===== src/hw/rvPkg.sv =====
`default_nettype none

package rvPkg;

	// Major opcodes
	localparam logic [6:0] OpLui    = 7'b0110111;
	localparam logic [6:0] OpAuipc  = 7'b0010111;
	localparam logic [6:0] OpJal    = 7'b1101111;
	localparam logic [6:0] OpJalr   = 7'b1100111;
	localparam logic [6:0] OpBranch = 7'b1100011;
	localparam logic [6:0] OpLoad   = 7'b0000011;
	localparam logic [6:0] OpStore  = 7'b0100011;
	localparam logic [6:0] OpImm    = 7'b0010011;
	localparam logic [6:0] OpReg    = 7'b0110011;

	// funct3 for OP and OP-IMM
	localparam logic [2:0] F3Add  = 3'b000;
	localparam logic [2:0] F3Sll  = 3'b001;
	localparam logic [2:0] F3Slt  = 3'b010;
	localparam logic [2:0] F3Sltu = 3'b011;
	localparam logic [2:0] F3Xor  = 3'b100;
	localparam logic [2:0] F3Srl  = 3'b101;
	localparam logic [2:0] F3Or   = 3'b110;
	localparam logic [2:0] F3And  = 3'b111;

	// funct3 for conditional branches
	localparam logic [2:0] F3Beq  = 3'b000;
	localparam logic [2:0] F3Bne  = 3'b001;
	localparam logic [2:0] F3Blt  = 3'b100;
	localparam logic [2:0] F3Bge  = 3'b101;
	localparam logic [2:0] F3Bltu = 3'b110;
	localparam logic [2:0] F3Bgeu = 3'b111;

	localparam logic [31:0] HaltLinkValue = 32'd12; // x1 value marking halt
	localparam logic [31:0] HaltInstr     = 32'h0000_8067; // JALR x0, 0(x1)

	typedef enum logic [3:0] {
		AluAdd, AluSub, AluSll, AluSlt, AluSltu, AluXor, AluSrl,
		AluSra, AluOr, AluAnd, AluEq, AluNe, AluGe, AluGeu
	} aluOpT;

	typedef enum logic [1:0] {WbAlu, WbMem, WbPc4, WbUimm} wbSelT;

	typedef struct packed {
		logic [6:0] funct7;
		logic [4:0] rs2;
		logic [4:0] rs1;
		logic [2:0] funct3;
		logic [4:0] rd;
		logic [6:0] opcode;
	} rTypeT;

	typedef struct packed {
		logic [11:0] imm;
		logic [4:0]  rs1;
		logic [2:0]  funct3;
		logic [4:0]  rd;
		logic [6:0]  opcode;
	} iTypeT;

	typedef struct packed {
		logic [6:0] immHi;
		logic [4:0] rs2;
		logic [4:0] rs1;
		logic [2:0] funct3;
		logic [4:0] immLo;
		logic [6:0] opcode;
	} sTypeT;

	typedef struct packed {
		logic       immSign; // imm[12]
		logic [5:0] immHi;   // imm[10:5]
		logic [4:0] rs2;
		logic [4:0] rs1;
		logic [2:0] funct3;
		logic [3:0] immLo;   // imm[4:1]
		logic       immB11;
		logic [6:0] opcode;
	} bTypeT;

	typedef struct packed {
		logic [19:0] imm; // imm[31:12]
		logic [4:0]  rd;
		logic [6:0]  opcode;
	} uTypeT;

	typedef struct packed {
		logic       immSign; // imm[20]
		logic [9:0] immLo;   // imm[10:1]
		logic       immB11;
		logic [7:0] immHi;   // imm[19:12]
		logic [4:0] rd;
		logic [6:0] opcode;
	} jTypeT;

	typedef union packed {
		rTypeT r;
		iTypeT i;
		sTypeT s;
		bTypeT b;
		uTypeT u;
		jTypeT j;
	} instrT;

endpackage

`default_nettype wire

===== src/hw/ctrlIf.sv =====
`timescale 1ns/1ps
`default_nettype none

interface ctrlIf;
	import rvPkg::*;

	aluOpT aluOp;
	logic  aluSrcImm; // B operand is imm
	logic  aluSrcPc;  // A operand is PC, AUIPC only
	logic  regWrite;
	logic  memWrite;
	wbSelT wbSel;
	logic  isBranch;
	logic  isJal;
	logic  isJalr;

	modport decoder (
		output aluOp, aluSrcImm, aluSrcPc, regWrite, memWrite,
		output wbSel, isBranch, isJal, isJalr
	);

	// Next-PC selection only
	modport datapath (
		input isBranch, isJal, isJalr
	);

endinterface

`default_nettype wire


===== src/hw/riscvTop.sv =====
`timescale 1ns/1ps
`default_nettype none

module riscvTop #(
	parameter int AddrWidth = 12
) (
	input  logic                 CLK,
	input  logic                 RSTn,

	// Instruction memory
	output logic                 iMemCsn,
	output logic [AddrWidth-1:0] iMemAddr, // byte address
	input  logic [31:0]          iMemData,

	// Data memory
	output logic                 dMemCsn,
	output logic                 dMemWen,  // active low
	output logic [9:0]           dMemAddr, // word address
	output logic [31:0]          dMemDout,
	input  logic [31:0]          dMemDi,

	// Register file
	output logic                 rfWe,
	output logic [4:0]           rfRa1,
	output logic [4:0]           rfRa2,
	output logic [4:0]           rfWa,
	output logic [31:0]          rfWd,
	input  logic [31:0]          rfRd1,
	input  logic [31:0]          rfRd2,

	output logic                 halt,
	output logic [31:0]          numInst
);
	import rvPkg::*;

	instrT                instr;
	logic [31:0]          imm;
	logic [31:0]          aluA;
	logic [31:0]          aluB;
	logic [31:0]          aluResult;
	logic [AddrWidth-1:0] pc;
	logic [AddrWidth-1:0] pcPlus4;
	logic                 haltReq;
	logic                 active; // out of reset and not halted
	logic                 memRead;

	ctrlIf ctrl ();

	assign instr = iMemData;

	controlDecoder controlDecoder_inst (
		.instr (instr),
		.ctrl  (ctrl.decoder)
	);

	immGen immGen_inst (
		.instr (instr),
		.imm   (imm)
	);

	assign aluA = ctrl.aluSrcPc  ? {{(32-AddrWidth){1'b0}}, pc} : rfRd1;
	assign aluB = ctrl.aluSrcImm ? imm : rfRd2;

	alu alu_inst (
		.a      (aluA),
		.b      (aluB),
		.op     (ctrl.aluOp),
		.result (aluResult)
	);

	assign haltReq = (iMemData == HaltInstr) && (rfRd1 == HaltLinkValue);

	pcUnit #(
		.AddrWidth (AddrWidth)
	) pcUnit_inst (
		.CLK       (CLK),
		.RSTn      (RSTn),
		.ctrl      (ctrl.datapath),
		.imm       (imm),
		.aluResult (aluResult),
		.haltReq   (haltReq),
		.pc        (pc),
		.pcPlus4   (pcPlus4),
		.halt      (halt),
		.numInst   (numInst)
	);

	assign active  = ~RSTn & ~halt;
	assign memRead = (ctrl.wbSel == WbMem);

	assign iMemCsn  = ~active;
	assign iMemAddr = pc;

	assign rfRa1 = instr.r.rs1;
	assign rfRa2 = instr.r.rs2;
	assign rfWa  = instr.r.rd;
	assign rfWe  = active & ctrl.regWrite;

	always_comb begin
		case (ctrl.wbSel)
			WbMem:   rfWd = dMemDi;
			WbPc4:   rfWd = {{(32-AddrWidth){1'b0}}, pcPlus4}; // link value
			WbUimm:  rfWd = imm;
			default: rfWd = aluResult;
		endcase
	end

	assign dMemCsn  = ~(active & (ctrl.memWrite | memRead));
	assign dMemWen  = ~(active & ctrl.memWrite);
	assign dMemAddr = aluResult[11:2];
	assign dMemDout = rfRd2;

endmodule

`default_nettype wire


===== src/hw/pcUnit.sv =====
`timescale 1ns/1ps
`default_nettype none

module pcUnit #(
	parameter int AddrWidth = 12
) (
	input  logic                 CLK,
	input  logic                 RSTn,
	ctrlIf.datapath              ctrl,
	input  logic [31:0]          imm,
	input  logic [31:0]          aluResult,
	input  logic                 haltReq,
	output logic [AddrWidth-1:0] pc,
	output logic [AddrWidth-1:0] pcPlus4,
	output logic                 halt,
	output logic [31:0]          numInst
);

	logic                 takeBranch;
	logic [AddrWidth-1:0] pcTarget;
	logic [AddrWidth-1:0] nextPc;

	assign pcPlus4    = pc + AddrWidth'(4);
	assign pcTarget   = pc + imm[AddrWidth-1:0];
	assign takeBranch = ctrl.isBranch & aluResult[0];

	always_comb begin
		if (ctrl.isJalr)
			nextPc = {aluResult[AddrWidth-1:1], 1'b0}; // rs1 + imm, bit 0 cleared
		else if (ctrl.isJal || takeBranch)
			nextPc = pcTarget;
		else
			nextPc = pcPlus4;
	end

	always_ff @(posedge CLK) begin
		if (RSTn) begin
			pc      <= '0;
			halt    <= 1'b0;
			numInst <= 32'b0;
		end else if (!halt) begin
			numInst <= numInst + 32'd1; // halt instruction counts too
			halt    <= haltReq;
			// Stay parked on the halt instruction
			if (!haltReq)
				pc <= nextPc;
		end
	end

endmodule

`default_nettype wire


===== src/hw/alu.sv =====
`timescale 1ns/1ps
`default_nettype none

module alu (
	input  logic [31:0] a,
	input  logic [31:0] b,
	input  rvPkg::aluOpT op,
	output logic [31:0] result
);
	import rvPkg::*;

	logic [4:0] shamt;
	logic       lessSigned;
	logic       lessUnsigned;

	assign shamt        = b[4:0];
	assign lessSigned   = $signed(a) < $signed(b);
	assign lessUnsigned = a < b;

	always_comb begin
		case (op)
			AluAdd:  result = a + b;
			AluSub:  result = a - b;
			AluSll:  result = a << shamt;
			AluSlt:  result = {31'b0, lessSigned};   // also BLT
			AluSltu: result = {31'b0, lessUnsigned}; // also BLTU
			AluXor:  result = a ^ b;
			AluSrl:  result = a >> shamt;
			AluSra:  result = $unsigned($signed(a) >>> shamt);
			AluOr:   result = a | b;
			AluAnd:  result = a & b;

			// Branch tests, truth value in bit 0
			AluEq:   result = {31'b0, a == b};
			AluNe:   result = {31'b0, a != b};
			AluGe:   result = {31'b0, ~lessSigned};
			AluGeu:  result = {31'b0, ~lessUnsigned};
			default: result = 32'b0;
		endcase
	end

endmodule

`default_nettype wire


===== src/hw/immGen.sv =====
`timescale 1ns/1ps
`default_nettype none

module immGen (
	input  rvPkg::instrT instr,
	output logic [31:0]  imm
);
	import rvPkg::*;

	logic isShiftImm;

	assign isShiftImm = (instr.i.funct3 == F3Sll) || (instr.i.funct3 == F3Srl);

	always_comb begin
		case (instr.r.opcode)
			OpImm: begin
				if (isShiftImm)
					imm = {27'b0, instr.r.rs2}; // shamt, zero extended
				else
					imm = {{20{instr.i.imm[11]}}, instr.i.imm};
			end
			OpJalr, OpLoad: imm = {{20{instr.i.imm[11]}}, instr.i.imm};
			OpStore: imm = {{20{instr.s.immHi[6]}}, instr.s.immHi, instr.s.immLo};
			OpBranch: begin
				imm = {{19{instr.b.immSign}}, instr.b.immSign, instr.b.immB11,
				       instr.b.immHi, instr.b.immLo, 1'b0};
			end
			OpLui, OpAuipc: imm = {instr.u.imm, 12'b0};
			OpJal: begin
				imm = {{11{instr.j.immSign}}, instr.j.immSign, instr.j.immHi,
				       instr.j.immB11, instr.j.immLo, 1'b0};
			end
			default: imm = 32'b0;
		endcase
	end

endmodule

`default_nettype wire


===== src/hw/controlDecoder.sv =====
`timescale 1ns/1ps
`default_nettype none

module controlDecoder (
	input  rvPkg::instrT instr,
	ctrlIf.decoder       ctrl
);
	import rvPkg::*;

	logic [6:0] opcode;
	logic [2:0] funct3;
	logic       altBit; // funct7[5], selects SUB and SRA

	assign opcode = instr.r.opcode;
	assign funct3 = instr.r.funct3;
	assign altBit = instr.r.funct7[5];

	// Shared by OP and OP-IMM
	function automatic aluOpT arithOp(input logic [2:0] f3, input logic alt);
		aluOpT op;
		case (f3)
			F3Add:   op = alt ? AluSub : AluAdd;
			F3Sll:   op = AluSll;
			F3Slt:   op = AluSlt;
			F3Sltu:  op = AluSltu;
			F3Xor:   op = AluXor;
			F3Srl:   op = alt ? AluSra : AluSrl;
			F3Or:    op = AluOr;
			default: op = AluAnd;
		endcase
		return op;
	endfunction

	always_comb begin
		ctrl.aluOp     = AluAdd;
		ctrl.aluSrcImm = 1'b0;
		ctrl.aluSrcPc  = 1'b0;
		ctrl.regWrite  = 1'b0;
		ctrl.memWrite  = 1'b0;
		ctrl.wbSel     = WbAlu;
		ctrl.isBranch  = 1'b0;
		ctrl.isJal     = 1'b0;
		ctrl.isJalr    = 1'b0;

		case (opcode)
			OpLui: begin
				ctrl.regWrite = 1'b1;
				ctrl.wbSel    = WbUimm;
			end
			OpAuipc: begin
				ctrl.aluSrcPc  = 1'b1; // PC + upper imm
				ctrl.aluSrcImm = 1'b1;
				ctrl.regWrite  = 1'b1;
			end
			OpJal: begin
				ctrl.isJal    = 1'b1;
				ctrl.regWrite = 1'b1;
				ctrl.wbSel    = WbPc4;
			end
			OpJalr: begin
				ctrl.isJalr    = 1'b1;
				ctrl.aluSrcImm = 1'b1; // target is rs1 + imm
				ctrl.regWrite  = 1'b1;
				ctrl.wbSel     = WbPc4;
			end
			OpBranch: begin
				ctrl.isBranch = 1'b1;
				case (funct3)
					F3Beq:   ctrl.aluOp = AluEq;
					F3Bne:   ctrl.aluOp = AluNe;
					F3Blt:   ctrl.aluOp = AluSlt;
					F3Bge:   ctrl.aluOp = AluGe;
					F3Bltu:  ctrl.aluOp = AluSltu;
					F3Bgeu:  ctrl.aluOp = AluGeu;
					default: ctrl.isBranch = 1'b0; // reserved funct3 never taken
				endcase
			end
			OpLoad: begin
				ctrl.aluSrcImm = 1'b1;
				ctrl.regWrite  = 1'b1;
				ctrl.wbSel     = WbMem;
			end
			OpStore: begin
				ctrl.aluSrcImm = 1'b1;
				ctrl.memWrite  = 1'b1;
			end
			OpImm: begin
				ctrl.aluSrcImm = 1'b1;
				ctrl.regWrite  = 1'b1;
				// No SUBI, the alt bit only matters for SRAI
				ctrl.aluOp     = arithOp(funct3, altBit && (funct3 == F3Srl));
			end
			OpReg: begin
				ctrl.regWrite = 1'b1;
				ctrl.aluOp    = arithOp(funct3, altBit);
			end
			default: ;
		endcase
	end

endmodule

`default_nettype wire


===== config.mk =====
export PLATFORM = sky130hd
export DESIGN_NAME = riscvTop
export DESIGN_NICKNAME = d
export VERILOG_FILES = /design/src/hw/rvPkg.sv /design/src/hw/ctrlIf.sv /design/src/hw/riscvTop.sv /design/src/hw/pcUnit.sv /design/src/hw/alu.sv /design/src/hw/immGen.sv /design/src/hw/controlDecoder.sv
export SDC_FILE = /design/constraint.sdc
export NUM_CORES = 1
export LEC_CHECK = 0
export BUFFER_PORTS_ARGS = -buffer_cell sky130_fd_sc_hd__buf_2
export CORE_ASPECT_RATIO = 0.7
export CORE_UTILIZATION = 35
export DETAILED_ROUTE_END_ITERATION = 8
export HOLD_SLACK_MARGIN = 0.15
export RECOVER_POWER = 25
export SLEW_MARGIN = 20
export SYNTH_ARGS = -nofsm -noshare
export SYNTH_HDL_FRONTEND = slang
export SYNTH_HIERARCHICAL = 1
export SYNTH_SLANG_ARGS = --single-unit

===== constraint.sdc =====
create_clock -name CLK -period 26.2 [get_ports CLK]
set_clock_uncertainty 0.1 [all_clocks]
set_input_delay 7.86 -clock CLK [delete_from_list [all_inputs] [get_ports CLK]]
set_output_delay 7.86 -clock CLK [all_outputs]
set_load 0.02 [all_outputs]

==> impl_metrics.json, run 1 <==
{
  "p_leak_nw": 7.06,
  "layout.nets": 2423,
  "start_kind": "primary input",
  "final_antenna_net_count": 0,
  "maxSlewViolCount": 49,
  "drt_iter0_markers": 2154,
  "die_x_um": 250,
  "clock_path_buffers": 2,
  "fin_tns_setup_ns": 0,
  "synthFlopType": "dfxtp_1",
  "power_density_nw_per_um2": 29.4,
  "grt_antenna_before_repair": 3,
  "cts_resized": 0,
  "path_clk_slew_ns": 0.07,
  "synth-edff-count": 0,
  "violations": "capacitance limit, slew limit",
  "async_flop_share": 0,
  "ctsHoldBuffers": 0,
  "worst_pin_slew_ns": 2.14,
  "clock_latency_ns": 0.29,
  "hpwl_um": 62900,
  "gr-total-overflow": 0,
  "seq_area_frac_synth": 0.0599,
  "place_inst": 2720,
  "ys_types": 119,
  "status": "finished, violations left",
  "synth_cells": 2051,
  "clockRootBuffer": "clkbuf_16",
  "viasPerCell": 6.48,
  "hold_viol_final": 0,
  "setup_viol": 0,
  "grt_max_degree": 80,
  "synth.net_count": 2299,
  "synth.area.top_cells": "ha_1 9.6%, dfxtp_1 6.0%, mux4_2 5.7%, a21oi_1 5.4%, nor2_1 4.7%",
  "p_switching_mw": 0.261,
  "final.period_utilization": 0.849,
  "use_met1": 0.500,
  "drc": 0,
  "syn_to_final_growth_pct": 9.14,
  "period_minus_slack_ns": 22.24,
  "required_ns": 18.24,
  "share_comb_of_total_power": 0.717,
  "htreeDepth": 2,
  "p_int_mw": 0.222,
  "num_rows": 63,
  "worst_setup_path_end_kind": "primary output",
  "core-area_um2": 42300,
  "io_buffers": 267,
  "mostFrequentLayoutCells": "254 x buf_2, 187 x nor2_1, 182 x nand2_1",
  "grt_pass1_vias": 16100,
  "io_pins": 268,
  "grt_usage": 0.342,
  "syn_area_per_cell_um2": 7.33,
  "min_path_type": "reg -> reg",
  "final_common_cell": "buf_2",
  "vdd_ir_drop_max_mv": 0.0228,
  "routed_wl_um": 78100,
  "rsz0062_at_grt": "no",
  "timing.fmax_ghz": 0.0450,
  "synth.top_cell.area_share": 0.0957,
  "yosys_warnings": 6,
  "post_cts_buffers": 0,
  "layout-drive-gt1-share": 0.234,
  "routedWlPerCell_um": 28.6,
  "criticalPathCategory": "in -> out",
  "maxCapViolCount": 1,
  "critPathMaxFanout": 37,
  "die_h_um": 175,
  "grtUsageMet3": 0.108,
  "globalRouteMet2Util": 0.479,
  "synth-seq-cells": 45,
  "synth_area_leader_cell": "ha_1",
  "grt_pass1_wl_um": 112000,
  "final_cells": 2729,
  "clkPwrFrac": 0.134,
  "seq_power_share": 0.150,
  "arrival_ns": 14.28,
  "gp_congestion": 1.05,
  "p_sw_frac": 0.540,
  "vias": 17700,
  "relSlewSlack": -0.425,
  "synth_area_um2": 15000,
  "cts_tree": "done",
  "detail_route.first_pass.iterations": 8,
  "gr-max-usage-layer": "met1",
  "cts_sinks": 45,
  "start_util": 0.355,
  "cts_made_buffers": 5,
  "fp.dieArea_um2": 43800
}
## state kept, by name, indices dropped and copies added, names as in the netlist
name and count:
pcUnit_inst/numInst 32, pcUnit_inst/pc 12, pcUnit_inst/halt 1
## cell usage after synthesis (14+ instances only)
cell	n
nor2_1	188
nand2_1	182
a21oi_1	161
ha_1	115
inv_1	113
o21ai_0	111
clkbuf_1	63
mux2_2	62
nor3_1	60
buf_4	58
buf_2	50
mux2i_1	50
nor2b_1	47
nand3_1	46
dfxtp_1	45
o211ai_1	40
mux4_2	38
a21o_1	34
xnor2_1	32
o22ai_1	26
a211oi_1	24
a221oi_1	24
a22o_1	24
nand4_1	23
nand2b_1	21
nor4_1	20
o221ai_1	20
buf_6	16
mux2_4	16
o21bai_1	15
and2_1	14
## metrics by stage
step	total power, mW	util	cell area (um2)	setup slack [ns]	hold slack, ns
floorplan	0.294	-	15000	5.32	0.466
global placement	0.406	0.384	16300	4.25	0.381
detailed placement	0.405	0.385	16300	4.12	0.398
CTS	0.470	0.388	16400	4.11	0.407
global route	0.503	0.388	16400	3.43	0.474
finish	0.483	0.388	16400	3.96	0.412
## path summary, 6_finish.rpt
check | from | end | slack, ns | depth (start not counted)
setup / recovery | iMemData[5] | rfWd[0] | 3.96 | 20
hold / removal | pcUnit_inst/numInst[14]$_SDFFE_PP0N_ | pcUnit_inst/numInst[14]$_SDFFE_PP0N_ | 0.41 | 2
setup reg to reg | pcUnit_inst/pc[9]$_SDFFE_PP0P_ | pcUnit_inst/pc[11]$_SDFFE_PP0P_ | 20.71 | 18
hold reg to reg | pcUnit_inst/numInst[14]$_SDFFE_PP0N_ | pcUnit_inst/numInst[14]$_SDFFE_PP0N_ | 0.41 | 2
## logic make-up after synthesis
kind of cell               after synthesis  share of synthesized area
and+or+nand+nor                        697                      0.239
AOI/OAI and AO/OA                      659                      0.307
buffers and inverters                  315                      0.107
muxes                                  172                      0.161
adders and majority gates              118                     0.0997
xor gates and xnor gates                45                     0.0262
DFF                                     45                     0.0599
## power groups by stage
stage               registers (mW)  logic, mW  clock network (mW)
floorplan                   0.0738      0.220                   0
global placement            0.0737      0.333                   0
detailed placement          0.0736      0.332                   0
CTS                         0.0721      0.334              0.0647
global route                0.0723      0.363              0.0681
finish                      0.0722      0.346              0.0646
## critical path, cell delays in order
cell	delay [ns]
buf_2	0.31
nor2b_1	0.21
nand3_1	0.11
nor3_1	0.35
a22o_1	0.43
mux2_1	0.19
buf_4	0.44
clkinv_1	0.73
ha_1	0.75
nor2_1	0.13
a221oi_2	0.31
a21oi_2	0.16
o211ai_2	0.19
nand2_2	0.16
a2111oi_4	0.53
xnor2_1	0.17
o22ai_1	0.08
a2111o_1	0.50
mux4_2	0.46
buf_2	0.18
## layout make-up
class                      count  area, um2
clock inverter                 2       15.0
multi-input combinational   1691      12600
antenna                        1       2.50
tap                          552        691
clock buffer                   6        129
inverter                     117        439
timing repair buffer         315       1680
fill                        4480      25900
sequential                    45        901
## per-layer routing
metal | vias up | share of wire
met5 | - | 0.00017
met4 | 2 | 0.024
met3 | 104 | 0.14
met2 | 1216 | 0.39
met1 | 8533 | 0.45
li1 | 7834 | -
Note: power is estimated with default switching activity, not from simulation.
==> run 2: changes to the inputs <==
Settings changed: ABC_AREA set to 1.
Clock period 26.2 ns to 19.6 ns, I/O delays scaled along.
==> run 2 against run 1 <==
Against the previous run: the flow now finishes without violations; global-route usage is 1.3 points higher; area after synthesis up 10%; combinational power up 35%; sequential power up 33%; critical endpoint is now rfWd[9]; largest cell class unchanged; largest power group unchanged; highest routed layer unchanged.
==> impl_metrics.json, run 2 <==
{
  "syn_area_per_cell_um2": 5.15,
  "synth_area_leader_cell": "nand2_1",
  "rsz0062_at_grt": "no",
  "fp.dieArea_um2": 48300,
  "start_util": 0.356,
  "vdd_ir_drop_max_mv": 0.0247,
  "mostFrequentLayoutCells": "1033 x nand2_1, 491 x nand3_1, 377 x inv_1",
  "yosys_warnings": 6,
  "core-area_um2": 46600,
  "synth.net_count": 3469,
  "routedWlPerCell_um": 22.2,
  "post_cts_buffers": 0,
  "clock_path_buffers": 2,
  "largest_reg_flops": 32,
  "period_minus_slack_ns": 17.25,
  "grt_pass1_vias": 19300,
  "timing.fmax_ghz": 0.0580,
  "status": "finished, final reports clean",
  "gr-total-overflow": 0,
  "synthFlopType": "dfxtp_1",
  "n_fill_cell": 5499,
  "diodes": 0,
  "worst_path_max_delay_cell": "nand3_2",
  "ctsHoldBuffers": 0,
  "htreeDepth": 2,
  "synth.most_common_cell": "nand2_1",
  "synth-seq-cells": 45,
  "worst_setup_path_end_kind": "primary output",
  "worst_slack_ns": 2.35,
  "grt_max_degree": 69,
  "synth.area.top_cells": "nand2_1 23%, nand3_1 15%, ha_1 8.7%, inv_1 8.6%, nor2_1 7.9%",
  "grt_usage": 0.355,
  "gp_congestion": 1.06,
  "synth-edff-count": 0,
  "layout.nets": 3609,
  "arrival_ns": 11.27,
  "die_x_um": 262,
  "drt_iter0_markers": 3319,
  "p_leak_nw": 9.75,
  "maxSlewViolCount": 0,
  "detail_route.first_pass.iterations": 6,
  "final.period_utilization": 0.880,
  "start_kind": "primary input",
  "largestRegisters": "pcUnit_inst/numInst x32, pcUnit_inst/pc x12, pcUnit_inst/halt x1",
  "async_flop_share": 0,
  "cts_tree": "done",
  "synth_area_um2": 16600,
  "fin_util": 0.388,
  "clock_latency_ns": 0.29,
  "vias": 22500,
  "relSlewSlack": 0.129,
  "syn_to_final_growth_pct": 8.87,
  "critPathMostFrequentCell": "nand2_1",
  "critPathMaxFanout": 32,
  "num_rows": 66,
  "synth.top_cell.area_share": 0.234,
  "fin_tns_setup_ns": 0,
  "hpwl_um": 73500,
  "ys_types": 63,
  "cts_resized": 0,
  "cts_made_buffers": 5,
  "pre_cts_ws_ns": 2.65,
  "io_buffers": 267,
  "io_pins": 268,
  "die_h_um": 184,
  "setup_viol": 0,
  "drc": 0,
  "seq_area_frac_synth": 0.0543,
  "power_density_nw_per_um2": 36.0,
  "layout-drive-gt1-share": 0.131,
  "path_clk_slew_ns": 0.07,
  "criticalPathCategory": "in -> out",
  "grt_pass1_wl_um": 128000,
  "routed_wl_um": 88400,
  "worst_pin_slew_ns": 1.31,
  "cts_sinks": 45,
  "synth_cells": 3221,
  "maxCapViolCount": 0,
  "path_cells": "buf_2 > nand2_2 > nor2_2 > nand2_2 > nor2_2 > nor2_1 > nand3_2 > mux2_2 > inv_1 > ha_1 > nand2_1 > nor2_1 > nand3_1 > nand3_1 > o21ai_0 > nand2_1 > nand2_1 > nor2_1 > nand3_1 > nand2_1 > nand4_1 > buf_2",
  "synthTopCellsByCount": "1034 x nand2_1, 492 x nand3_1, 378 x inv_1",
  "viasPerCell": 5.67,
  "grt_antenna_before_repair": 3,
  "clockRootBuffer": "clkbuf_16",
  "max_stage_delay_ns": 0.75,
  "final_antenna_net_count": 0,
  "required_ns": 13.62,
  "min_path_type": "reg -> reg",
  "hold_viol_final": 0,
  "top_register": "pcUnit_inst/numInst",
  "final_common_cell": "nand2_1"
}
==> run 2: logic make-up after synthesis <==
group	Yosys count	synth area share
AO/OA/AOI/OAI	354	0.119
XOR/XNOR	13	0.00687
adder cells (fa/ha/maj)	118	0.0904
buffers and inverters	579	0.157
flip-flops	45	0.0543
multiplexers	35	0.0237
AND/OR/NAND/NOR	2077	0.548
==> run 2: final timing paths <==
check,startpoint,end,slack (ns),cells after the start
min reg2reg,pcUnit_inst/numInst[31]$_SDFFE_PP0N_,pcUnit_inst/numInst[31]$_SDFFE_PP0N_,0.40,2
max reg2reg,pcUnit_inst/pc[11]$_SDFFE_PP0P_,pcUnit_inst/pc[4]$_SDFFE_PP0P_,14.21,21
max,iMemData[1],rfWd[9],2.35,22
min,pcUnit_inst/numInst[31]$_SDFFE_PP0N_,pcUnit_inst/numInst[31]$_SDFFE_PP0N_,0.40,2
==> run 2: cell type report <==
cell class | instances | area (um2) | area share
inverters | 408 | 1540 | 0.0853
well taps | 612 | 766 | 0.0424
repair buffers | 304 | 1600 | 0.0887
clock buffers | 5 | 125 | 0.00693
multi-input cells | 2597 | 13100 | 0.726
clock inverters | 3 | 21.3 | 0.00118
flip-flops and latches | 45 | 901 | 0.0499
==> run 2: metrics by stage <==
step	area, um2	std cells	power, mW	hold WS (ns)
after floorplan	16600	3221	0.397	0.447
after global placement	17900	3965	0.551	0.384
after detailed placement	17900	3965	0.547	0.388
after CTS	18100	3973	0.634	0.397
after global routing	18100	3974	0.691	0.425
final	18100	3974	0.650	0.401
==> run 2: power by group <==
part	internal (mW)	total [mW]	switching (mW)
logic	0.133	0.468	0.335
registers	0.0927	0.0958	0.00311
clock network	0.0476	0.0867	0.0391
total	0.273	0.650	0.377
==> run 2: layer usage <==
metal  vias up  part of all wire  GRT usage
li1      10600                 -          -
met1     10300              0.46      0.540
met2      1473              0.37      0.462
met3       111              0.14      0.110
met4         6             0.032     0.0941
met5         -           0.00034          0
==> run 2: worst max-delay path: cells and delay by family <==
kind,cells,cell delay (ns)
adder cells (fa/ha/maj),1,0.52
buffers and inverters,3,0.37
AND/OR/NAND/NOR,16,4.01
AO/OA/AOI/OAI,1,0.11
multiplexers,1,0.33
==> run 3: changes to the inputs <==
Settings changed: REMOVE_ABC_BUFFERS set to 1.
==> run 3 against run 2 <==
Against the previous run: non-clock buffer count is 5 lower; register-to-register slack better by 0.50 ns; sequential power hardly changed; largest cell class unchanged.
==> impl_metrics.json, run 3 (synthesis results as in run 2) <==
{
  "final_common_cell": "nand2_1",
  "largestRegisters": "pcUnit_inst/numInst x32, pcUnit_inst/pc x12, pcUnit_inst/halt x1",
  "clockRootBuffer": "clkbuf_16",
  "final_antenna_net_count": 0,
  "rrSetupSlack_ns": 14.71,
  "criticalPathCategory": "in -> out",
  "critPathMaxFanout": 35,
  "power_density_nw_per_um2": 35.9,
  "vdd_ir_drop_max_mv": 0.0286,
  "die_h_um": 184,
  "drc": 0,
  "required_ns": 13.62,
  "cts_resized": 0,
  "hpwl_um": 70400,
  "path_clk_slew_ns": 0.06,
  "crit_end": "rfWd[6]",
  "power_mw": 0.646,
  "rsz0062_at_grt": "no",
  "drt_iter0_markers": 3370,
  "p_leak_nw": 9.72,
  "largest_reg_flops": 32,
  "routedWlPerCell_um": 21.3,
  "clkPwrFrac": 0.132,
  "viasPerCell": 5.65,
  "share_comb_of_total_power": 0.720,
  "place_inst": 3959,
  "detail_route.first_pass.iterations": 6,
  "p_switching_mw": 0.374,
  "start_util": 0.356,
  "seq_power_share": 0.148,
  "p_int_mw": 0.273,
  "setup_viol": 0,
  "mostFrequentLayoutCells": "1034 x nand2_1, 491 x nand3_1, 377 x inv_1",
  "cts_tree": "done",
  "timing.fmax_ghz": 0.0587,
  "crit_start": "iMemData[1]",
  "io_pins": 268,
  "period_minus_slack_ns": 17.02,
  "htreeDepth": 2,
  "layout.nets": 3604,
  "status": "finished, final reports clean",
  "post_cts_buffers": 0,
  "holdPathStages": 2,
  "ctsHoldBuffers": 0,
  "n_fill_cell": 5484,
  "clock_latency_ns": 0.30,
  "start_kind": "primary input",
  "cts_made_buffers": 5,
  "hold_viol_final": 0,
  "grt_pass1_wl_um": 122000,
  "clock_path_buffers": 2,
  "gp_congestion": 1.12,
  "multi_input_comb_area_um2": 13100,
  "min_path_type": "reg -> reg",
  "p_sw_frac": 0.578,
  "arrival_ns": 11.04,
  "layout-drive-gt1-share": 0.128,
  "grt_max_degree": 69,
  "fp.dieArea_um2": 48300,
  "fin_tns_setup_ns": 0,
  "worst_pin_slew_ns": 1.26,
  "final.period_utilization": 0.868,
  "syn_to_final_growth_pct": 8.70,
  "relSlewSlack": 0.158,
  "maxSlewViolCount": 0,
  "grt_antenna_before_repair": 4,
  "r2r_end": "pcUnit_inst/pc[4]$_SDFFE_PP0P_",
  "top_register": "pcUnit_inst/numInst",
  "routed_wl_um": 84600,
  "r2r_cells": 23,
  "rr_startpoint": "pcUnit_inst/pc[11]$_SDFFE_PP0P_",
  "regArea_um2": 901,
  "grt_pass1_vias": 19000,
  "final_cells": 3973,
  "vias": 22400,
  "gr-total-overflow": 0,
  "core-area_um2": 46600,
  "worst_setup_path_end_kind": "primary output",
  "cts_sinks": 45,
  "io_buffers": 267,
  "die_x_um": 262,
  "num_rows": 66,
  "maxCapViolCount": 0,
  "grt_usage": 0.340
}
-- run 3: cell types whose count changed in the layout (fill, tap and decap cells not counted) --
cell        change
clkinvlp_4      -1
clkinv_2        -1
nand2_1         +1
inv_6           -1
clkbuf_1        +3
buf_12          +1
nand2_2         -1
o21ai_1         -2
buf_4           -6
o21ai_0         +2
diode_2         +4
-- run 3: final cells by class --
| class | count | share of cell area |
|---|---|---|
| multi-input cells | 2597 | 0.727 |
| repair buffers | 299 | 0.0874 |
| inverters | 408 | 0.0854 |
| flip-flops and latches | 45 | 0.0500 |
| well taps | 612 | 0.0425 |
| clock buffers | 8 | 0.00757 |
| diodes | 4 | 0.000555 |
-- run 3: worst min-delay path by stage --
stage / from / end / slack [ns]
2_1_floorplan: pcUnit_inst/numInst[15]$_SDFFE_PP0N_ / pcUnit_inst/numInst[15]$_SDFFE_PP0N_ / 0.45
3_3_place_gp: pcUnit_inst/numInst[15]$_SDFFE_PP0N_ / pcUnit_inst/numInst[15]$_SDFFE_PP0N_ / 0.38
3_5_place_dp: pcUnit_inst/numInst[15]$_SDFFE_PP0N_ / pcUnit_inst/numInst[15]$_SDFFE_PP0N_ / 0.38
4_1_cts: pcUnit_inst/numInst[8]$_SDFFE_PP0N_ / pcUnit_inst/numInst[8]$_SDFFE_PP0N_ / 0.39
5_1_grt: pcUnit_inst/numInst[29]$_SDFFE_PP0N_ / pcUnit_inst/numInst[29]$_SDFFE_PP0N_ / 0.43
6_report: pcUnit_inst/numInst[8]$_SDFFE_PP0N_ / pcUnit_inst/numInst[8]$_SDFFE_PP0N_ / 0.40
-- run 3: per-stage QoR --
step	utilization	hold slack, ns	setup slack (ns)	instance area, um2
after floorplan	-	0.447	2.02	15500
after global placement	0.384	0.381	3.04	17900
after detailed placement	0.384	0.383	2.96	17900
after CTS	0.386	0.393	2.94	18000
after global routing	0.387	0.427	2.54	18000
final	0.387	0.395	2.58	18000
-- run 3: critical path, cell delays in order --
cell and delay (ns):
buf_2 0.13, nand2_2 0.13, nor2_2 0.15, nand2_2 0.11, nor2_2 0.46, nor2_1 0.16, nand3_2 0.32, mux2_2 0.23
buf_4 0.36, ha_1 0.38, fa_1 0.43, nand3_1 0.13, nand3_1 0.29, nand2_1 0.12, nand2_1 0.21, nand2_1 0.08
nand3_1 0.08, nand2_1 0.07, a21oi_1 0.44, nand4_1 0.39, nand2_1 0.16, nand4_1 0.10, buf_2 0.19
-- run 3: layer usage --
metal	up-vias	track usage	wire [um]
li1	10600	-	-
met1	10300	0.514	38400
met2	1357	0.431	30200
met3	144	0.116	12900
met4	4	0.105	3070
met5	-	0	23
-- run 3: power groups by stage --
stage / registers, mW / clock network (mW) / logic [mW]
3_3_place_gp: 0.0977 / 0 / 0.448
2_1_floorplan: 0.0980 / 0 / 0.274
6_report: 0.0957 / 0.0854 / 0.465
4_1_cts: 0.0955 / 0.0883 / 0.447
5_1_grt: 0.0958 / 0.0918 / 0.499
3_5_place_dp: 0.0976 / 0 / 0.445
